`src/include/dnc_params.svh`:
```
// DNC read content weighting parameters
// Element width and the vector and row limits of one run

`ifndef DNC_PARAMS_SVH
`define DNC_PARAMS_SVH

//////////////////////////////
// Element format
//////////////////////////////

// Bits per key or memory element, signed
`define DNC_ELEM_WIDTH 8

//////////////////////////////
// Run limits
//////////////////////////////

// Longest key or memory row, also the key buffer depth
`define DNC_MAX_W 16

// Most memory rows in one run
`define DNC_MAX_N 64

`endif

```
`src/logic/dnc_elem_pkg.sv`:
```
// DNC arithmetic types
// Element, key strength, accumulator and score words of the content datapath

`include "dnc_params.svh"

package dnc_elem_pkg;

  //////////////////////////////
  // Datapath words
  //////////////////////////////

  // Signed key or memory element
  typedef logic signed [`DNC_ELEM_WIDTH-1:0] elem_t;

  // Key strength beta, unsigned
  typedef logic [7:0] beta_t;

  // Dot product and energy sums
  // 16 products of 8-bit elements stay well inside 24 bits
  typedef logic signed [23:0] acc_t;

  // Beta-scaled content score, exact for all legal inputs
  typedef logic signed [31:0] score_t;

endpackage

```
`src/logic/dnc_ctrl_pkg.sv`:
```
// DNC control types
// Element and row counters plus the combiner state encoding

`include "dnc_params.svh"

package dnc_ctrl_pkg;

  //////////////////////////////
  // Counters
  //////////////////////////////

  // Element index and vector length, wide enough to hold the maximum itself
  typedef logic [$clog2(`DNC_MAX_W + 1)-1:0] elem_idx_t;

  // Row index, row count and best row
  typedef logic [$clog2(`DNC_MAX_N + 1)-1:0] row_idx_t;

  //////////////////////////////
  // Combiner FSM
  //////////////////////////////

  typedef enum logic {
    IDLE,
    RUN
  } comb_state_t;

endpackage

```
`src/logic/dnc_key_similarity.sv`:
```
// DNC key similarity unit
// Buffers the key, then accumulates k . M[j] over each streamed memory row
// and flags the end of every row with a registered pulse

`timescale 1ns/1ns

`include "dnc_params.svh"

module dnc_key_similarity (
  input  logic                   clk,
  input  logic                   rst,
  input  logic                   start,
  input  dnc_ctrl_pkg::elem_idx_t size_w,
  input  logic                   k_in_enable,
  input  dnc_elem_pkg::elem_t    k_in,
  input  logic                   m_in_j_enable,
  input  logic                   m_in_k_enable,
  input  dnc_elem_pkg::elem_t    m_in,
  output dnc_elem_pkg::acc_t     dot_acc,
  output logic                   row_done
);

  // Key buffer address bits
  localparam int KEY_AW = $clog2(`DNC_MAX_W);

  //////////////////////////////
  // Signals
  //////////////////////////////

  dnc_elem_pkg::elem_t     key_mem [`DNC_MAX_W];
  dnc_ctrl_pkg::elem_idx_t size_w_q;
  dnc_ctrl_pkg::elem_idx_t elem_cnt;
  logic [KEY_AW-1:0]       key_addr;
  logic                    elem_last;
  dnc_elem_pkg::acc_t      prod;

  // Counter never passes size_w_q - 1, so the low bits address the buffer
  assign key_addr  = elem_cnt[KEY_AW-1:0];
  assign elem_last = (elem_cnt == size_w_q - dnc_ctrl_pkg::elem_idx_t'(1));

  // Signed product, both sides widened first
  assign prod = dnc_elem_pkg::acc_t'(key_mem[key_addr]) * dnc_elem_pkg::acc_t'(m_in);

  //////////////////////////////
  // Element counter
  //////////////////////////////

  // Shared by key loading and row streaming
  // Start and row start both rewind it, last element wraps it
  always_ff @(posedge clk) begin
    if (rst) begin
      size_w_q <= dnc_ctrl_pkg::elem_idx_t'(`DNC_MAX_W);
      elem_cnt <= '0;
      row_done <= 1'b0;
    end else begin
      row_done <= 1'b0;
      if (start) begin
        size_w_q <= size_w;
        elem_cnt <= '0;
      end else if (m_in_j_enable) begin
        elem_cnt <= '0;
      end else if (k_in_enable || m_in_k_enable) begin
        elem_cnt <= elem_last ? '0 : elem_cnt + dnc_ctrl_pkg::elem_idx_t'(1);
        // Last memory element of the row
        row_done <= m_in_k_enable && elem_last;
      end
    end
  end

  //////////////////////////////
  // Key buffer and dot product
  //////////////////////////////

  // Key strobes write in arrival order
  always_ff @(posedge clk) begin
    if (k_in_enable && !start) begin
      key_mem[key_addr] <= k_in;
    end
  end

  // Cleared at row start, held after the last element for the combiner
  always_ff @(posedge clk) begin
    if (m_in_j_enable) begin
      dot_acc <= '0;
    end else if (m_in_k_enable) begin
      dot_acc <= dot_acc + prod;
    end
  end

endmodule

```
`src/logic/dnc_row_energy.sv`:
```
// DNC row energy unit
// Accumulates the squared norm of each streamed memory row, in step with
// the dot product of the key similarity unit

`timescale 1ns/1ns

module dnc_row_energy (
  input  logic                clk,
  input  logic                rst,
  input  logic                m_in_j_enable,
  input  logic                m_in_k_enable,
  input  dnc_elem_pkg::elem_t m_in,
  output dnc_elem_pkg::acc_t  energy_acc
);

  //////////////////////////////
  // Signals
  //////////////////////////////

  dnc_elem_pkg::acc_t sq;

  // Square of the incoming element, never negative
  assign sq = dnc_elem_pkg::acc_t'(m_in) * dnc_elem_pkg::acc_t'(m_in);

  //////////////////////////////
  // Energy sum
  //////////////////////////////

  // Held until the next row start so the combiner sees a stable value
  always_ff @(posedge clk) begin
    if (rst) begin
      energy_acc <= '0;
    end else if (m_in_j_enable) begin
      energy_acc <= '0;
    end else if (m_in_k_enable) begin
      energy_acc <= energy_acc + sq;
    end
  end

endmodule

```
`src/logic/dnc_weight_combine.sv`:
```
// DNC weight combiner
// Scales each row result by beta into a content score, counts rows,
// drives ready and keeps the index of the highest scoring row

`timescale 1ns/1ns

module dnc_weight_combine (
  input  logic                  clk,
  input  logic                  rst,
  input  logic                  start,
  input  dnc_ctrl_pkg::row_idx_t size_n,
  input  dnc_elem_pkg::beta_t   beta,
  input  dnc_elem_pkg::acc_t    dot_acc,
  input  dnc_elem_pkg::acc_t    energy_acc,
  input  logic                  row_done,
  output logic                  ready,
  output logic                  c_out_enable,
  output dnc_elem_pkg::score_t  c_out,
  output dnc_ctrl_pkg::row_idx_t best_index,
  output logic                  best_valid
);

  //////////////////////////////
  // Signals
  //////////////////////////////

  dnc_ctrl_pkg::comb_state_t state;
  dnc_ctrl_pkg::row_idx_t    size_n_q;
  dnc_ctrl_pkg::row_idx_t    row_cnt;
  dnc_elem_pkg::beta_t       beta_q;
  dnc_elem_pkg::score_t      diff;
  dnc_elem_pkg::score_t      score;
  dnc_elem_pkg::score_t      best_score;
  logic                      row_last;
  logic                      take_best;

  // 2 k.M - |M|^2, exact in 32 bits
  assign diff = dnc_elem_pkg::score_t'(dot_acc) + dnc_elem_pkg::score_t'(dot_acc)
              - dnc_elem_pkg::score_t'(energy_acc);

  // Beta zero extends, so the product keeps the sign of diff
  assign score = dnc_elem_pkg::score_t'(beta_q) * diff;

  assign row_last = (row_cnt == size_n_q - dnc_ctrl_pkg::row_idx_t'(1));

  // First row always wins, later rows only on a strictly higher score
  assign take_best = (row_cnt == '0) || (score > best_score);

  assign ready = (state == dnc_ctrl_pkg::IDLE);

  //////////////////////////////
  // Row FSM
  //////////////////////////////

  always_ff @(posedge clk) begin
    if (rst) begin
      state        <= dnc_ctrl_pkg::IDLE;
      size_n_q     <= '0;
      beta_q       <= '0;
      row_cnt      <= '0;
      best_index   <= '0;
      c_out_enable <= 1'b0;
      best_valid   <= 1'b0;
    end else begin
      c_out_enable <= 1'b0;
      best_valid   <= 1'b0;
      case (state)
        dnc_ctrl_pkg::IDLE: begin
          // Capture run setup, previous best index dropped here
          if (start) begin
            size_n_q   <= size_n;
            beta_q     <= beta;
            row_cnt    <= '0;
            best_index <= '0;
            state      <= dnc_ctrl_pkg::RUN;
          end
        end
        dnc_ctrl_pkg::RUN: begin
          if (row_done) begin
            c_out_enable <= 1'b1;
            row_cnt      <= row_cnt + dnc_ctrl_pkg::row_idx_t'(1);
            if (take_best) begin
              best_index <= row_cnt;
            end
            // Ready and best_valid rise with the last score
            if (row_last) begin
              best_valid <= 1'b1;
              state      <= dnc_ctrl_pkg::IDLE;
            end
          end
        end
        default: state <= dnc_ctrl_pkg::IDLE;
      endcase
    end
  end

  //////////////////////////////
  // Score registers
  //////////////////////////////

  always_ff @(posedge clk) begin
    if (row_done && state == dnc_ctrl_pkg::RUN) begin
      c_out <= score;
      if (take_best) begin
        best_score <= score;
      end
    end
  end

endmodule

```
`src/logic/dnc_read_content_weighting.sv`:
```
// DNC read content weighting, top level
// Scores every streamed memory row against the key as
// beta * (2 k.M[j] - |M[j]|^2) and reports the best matching row

`timescale 1ns/1ns

module dnc_read_content_weighting (
  // Clock and reset
  input  logic                   clk,
  input  logic                   rst,

  // Control
  input  logic                   start,
  output logic                   ready,

  // Run setup, sampled on start
  input  dnc_ctrl_pkg::row_idx_t  size_n_in,
  input  dnc_ctrl_pkg::elem_idx_t size_w_in,
  input  dnc_elem_pkg::beta_t     beta_in,

  // Key stream, W strobes
  input  logic                   k_in_enable,
  input  dnc_elem_pkg::elem_t     k_in,

  // Memory stream, one row start then W strobes per row
  input  logic                   m_in_j_enable,
  input  logic                   m_in_k_enable,
  input  dnc_elem_pkg::elem_t     m_in,

  // Scores, one pulse per row
  output logic                   c_out_enable,
  output dnc_elem_pkg::score_t    c_out,

  // Best row, valid from best_valid until the next start
  output dnc_ctrl_pkg::row_idx_t  best_index,
  output logic                   best_valid
);

  //////////////////////////////
  // Internal wires
  //////////////////////////////

  dnc_elem_pkg::acc_t dot_acc;
  dnc_elem_pkg::acc_t energy_acc;
  logic               row_done;

  //////////////////////////////
  // Units
  //////////////////////////////

  // Key buffer and dot product, owns the element counter
  dnc_key_similarity i_dnc_key_similarity (
    .clk           (clk),
    .rst           (rst),
    .start         (start),
    .size_w        (size_w_in),
    .k_in_enable   (k_in_enable),
    .k_in          (k_in),
    .m_in_j_enable (m_in_j_enable),
    .m_in_k_enable (m_in_k_enable),
    .m_in          (m_in),
    .dot_acc       (dot_acc),
    .row_done      (row_done)
  );

  // Squared norm on the same memory strobes
  dnc_row_energy i_dnc_row_energy (
    .clk           (clk),
    .rst           (rst),
    .m_in_j_enable (m_in_j_enable),
    .m_in_k_enable (m_in_k_enable),
    .m_in          (m_in),
    .energy_acc    (energy_acc)
  );

  // Scaling, row count and best row
  dnc_weight_combine i_dnc_weight_combine (
    .clk          (clk),
    .rst          (rst),
    .start        (start),
    .size_n       (size_n_in),
    .beta         (beta_in),
    .dot_acc      (dot_acc),
    .energy_acc   (energy_acc),
    .row_done     (row_done),
    .ready        (ready),
    .c_out_enable (c_out_enable),
    .c_out        (c_out),
    .best_index   (best_index),
    .best_valid   (best_valid)
  );

endmodule

```
`config.mk`:
```
export PLATFORM = sky130hd
export DESIGN_NAME = dnc_read_content_weighting
export DESIGN_NICKNAME = d
export VERILOG_FILES = /design/src/logic/dnc_elem_pkg.sv /design/src/logic/dnc_ctrl_pkg.sv /design/src/logic/dnc_key_similarity.sv /design/src/logic/dnc_row_energy.sv /design/src/logic/dnc_weight_combine.sv /design/src/logic/dnc_read_content_weighting.sv
export VERILOG_INCLUDE_DIRS = /design/src /design/src/include
export SDC_FILE = /design/constraint.sdc
export NUM_CORES = 1
export LEC_CHECK = 0
export ABC_AREA = 1
export CAP_MARGIN = 10
export CORE_MARGIN = 2
export CORE_UTILIZATION = 40
export DETAILED_ROUTE_END_ITERATION = 10
export DONT_BUFFER_PORTS = 1
export MAX_ROUTING_LAYER = met4
export PLACE_DENSITY = 0.63
export SETUP_SLACK_MARGIN = 0.1
export SLEW_MARGIN = 20
export SYNTH_ARGS = -nofsm -noshare
export SYNTH_HDL_FRONTEND = slang
export SYNTH_HIERARCHICAL = 1
export SYNTH_SLANG_ARGS = --single-unit
```
`constraint.sdc`:
```
create_clock -name clk -period 7.42 [get_ports clk]
set_input_delay 0.371 -clock clk [delete_from_list [all_inputs] [get_ports clk]]
set_output_delay 0.371 -clock clk [all_outputs]
set_load 0.005 [all_outputs]
```
==> qor.yml <==
synth_top_cell_area_share: 0.2409
num_antenna_cells: 0
grt_start_max_net_pins: 66
track_usage: 0.2030
wl_per_cell_um: 15.78
root_buffer: "clkbuf_16"
cts_sinks: 287
coreArea_um2: 72590
path_class: "reg2reg"
grt_setup_unrepaired: "true"
required_ns: 7.76
syn_nets: 4047
grt_antenna_before_repair: 1
drt_first_pass_iters: 5
crit_path_end_kind: "flip-flop"
holdPathEnd: "i_dnc_weight_combine/beta_q[4]"
synth_area_leader_cell: "fa_1"
async_reset_ff_frac: 0
syn-instance-count: 3409
grt_remaining_overflow: 0
synth.avg_cell_area_um2: 8.556
num_rows: 99
synth-seq-cells: 287
start_util: 0.4018
dp.cells: 4495
drt_iter0_drc: 1204
drc: 0
hold_depth: 2
critPathMaxFanout: 8
yosys.area_share.simple: 0.1767
syn_to_final_growth_pct: 19.24
port_buffers: 0
outcome: "completed"
post-route-util: 0.4791
grt_pass1_vias: 22750
start_kind: "flip-flop"
dpl.hpwl_mm: 57.02
hp-class: "in2reg"
io_pins: 84
synth_edf_count: 192
cp_slowest_cell: "fa_1"
finalSetupTns_ns: 0
finalSetupViolCount: 0
synth.area.top_cells: "fa_1, edfxtp_1, ha_1"
drt-vias-per-instance: 4.853
layout_worst_path_cycle_share: 0.9959
die_y_um: 274.0
wl_mm: 73.07
finClkSkew_ns: 0.02355
yosysSeqAreaShare: 0.2629
worstReg2RegStart: "i_dnc_row_energy/energy_acc[1]"
drive_gt1_frac: 0.1803
insertion_delay_ns: 0.60
ys_types: 57
place.gp.congestion: 0.9099
cts_max_path_buffers: 3
slew_viol_final: 0
final_antenna_net_count: 0
hp-start: "beta_in[4]"
synthAdderAreaFrac: 0.3460
fmax_mhz: 135.3
period_needed_ns: 7.389
fp.dieW_um: 274.0
clk_pin_slew_ns: 0.06
synth_top_family_by_area: "adder cells"
synthMuxAreaShare: 0
yosysWarnings: 6
grt_pass1_wl_mm: 118.5
htree_levels: 1
max_cap_viol_count: 0
synthFlopType: "edfxtp_1"
reg2reg_slack_ns: 0.03
crit_arrival_ns: 7.73
hold_viol: 0
slowest_delay_ns: 0.54
r2r_end: "i_dnc_weight_combine/best_score[6]"
layout.cells.non_filler: 4631
rr_worst_depth: 37
synth-xor-area-share: 0.02921
max_slew_margin: 0.3343
die_area_um2: 75090
num_vias: 22480
timing.hold.ws_ns: 0.02334
nNetsFinal: 4287
cts_tree: "built"
synth_area_um2: 29170
synth_compound_area_frac: 0.07602
cts_made_buffers: 30
tightest_slew_ns: 0.9953
[through the flow]
step                cell area, um^2  worst slack (ns)
global route                  34780           -0.3552
floorplan                     29190            0.1035
global placement              31560           -0.1013
CTS                           33870           0.07373
finish                        34780           0.03057
detailed placement            31560           -0.2466
[flip-flops by register name (all words and copies together), names as in the netlist, 5 cells and up, named ones only]
signal	count
i_dnc_key_similarity/elem_cnt	5
i_dnc_weight_combine/size_n_q	7
i_dnc_key_similarity/size_w_q	5
i_dnc_weight_combine/c_out	32
i_dnc_weight_combine/best_score	32
i_dnc_weight_combine/best_index	7
i_dnc_key_similarity/key_mem	128
i_dnc_row_energy/energy_acc	24
i_dnc_weight_combine/beta_q	8
i_dnc_weight_combine/row_cnt	7
i_dnc_key_similarity/dot_acc	24
[Yosys cell counts, types with 3 or more instances]
cell type,count
inv_1,728
nand2_1,530
nor2_1,442
fa_1,351
ha_1,245
edfxtp_1,192
nand3_1,136
o21ai_0,128
a21oi_1,127
dfxtp_1,95
xor2_1,56
clkbuf_1,47
xnor2_1,32
o21ai_1,29
o211ai_1,28
or2_2,24
nand4_1,23
nand2_2,22
inv_2,15
nor3_1,15
a21o_1,13
nor2_2,12
o21bai_1,12
buf_2,10
a211oi_1,8
nand3_2,8
a21oi_2,7
buf_4,7
o211ai_2,7
buf_6,6
nor4_1,5
or2_1,5
clkinv_1,4
o21ai_2,4
xor2_2,4
a31oi_1,3
nor3b_1,3
o21a_1,3
[worst max-delay path, delay by kind of cell (launching register included)]
family / cells / cell delay [ns]
DFF: 1 / 0.36
adders and majority gates: 7 / 2.96
and+or+nand+nor: 12 / 1.23
AOI/OAI and AO/OA: 6 / 1.05
buffers and inverters: 10 / 1.11
xor gates and xnor gates: 2 / 0.43
[layer usage]
layer | routed length (um) | track usage
met4 | 2523 | 0.06207
met2 | 34430 | 0.3323
met1 | 33150 | 0.2658
met3 | 2962 | 0.02102
met5 | 0 | -
[cell usage in the layout, fill, tap and decap left out, types with 65 or more instances in the layout]
cell / Yosys / routed
dfxtp_1: 95 / 65
edfxtp_1: 192 / 192
nand2_1: 530 / 482
o21ai_0: 128 / 117
inv_1: 728 / 703
fa_1: 351 / 348
ha_1: 245 / 203
nor2_1: 442 / 425
nand3_1: 136 / 118
a21oi_1: 127 / 91
buf_4: 7 / 231
[final cells by class]
type / instances / area (um^2)
flip-flops and latches: 287 / 7707
multi-input cells: 2301 / 19710
well taps: 959 / 1200
fillers: 6854 / 37810
repair buffers: 281 / 2346
clock inverters: 23 / 240.2
inverters: 748 / 2819
clock buffers: 32 / 758.2
[repair_timing]
item,4_1_cts,5_1_grt
resized for setup,136,188
endpoints found under the hold margin,192,0
setup endpoints to repair,39,39
hold buffers,31,0
buffers inserted,29,21
cloned,3,0
pin swaps,39,124
[how the worst max path moves through the flow]
stage / depth (start not counted) / slack (ns) / endpoint / start
6_report: 37 / 0.03 / i_dnc_weight_combine/best_score[6] / i_dnc_row_energy/energy_acc[1]
5_1_grt: 43 / -0.36 / i_dnc_weight_combine/best_score[22] / i_dnc_row_energy/energy_acc[17]
4_1_cts: 42 / 0.07 / i_dnc_weight_combine/best_score[4] / i_dnc_key_similarity/dot_acc[0]
3_5_place_dp: 40 / -0.25 / i_dnc_weight_combine/best_score[3] / i_dnc_row_energy/energy_acc[2]
3_3_place_gp: 40 / -0.10 / i_dnc_weight_combine/best_score[2] / i_dnc_row_energy/energy_acc[2]
2_1_floorplan: 38 / 0.10 / i_dnc_weight_combine/best_score[0] / i_dnc_key_similarity/dot_acc[0]
[cell families (layout without fill, tap and decap cells)]
family | count (synthesis) | after routing
fa+ha+maj | 596 | 596
buf+inv | 821 | 1084
simple gates | 1233 | 1233
flops | 287 | 287
compound gates | 379 | 379
xor+xnor | 93 | 93
Power is not shown: default switching activity piles up to over one toggle a cycle in this logic, so the estimate is an artifact.
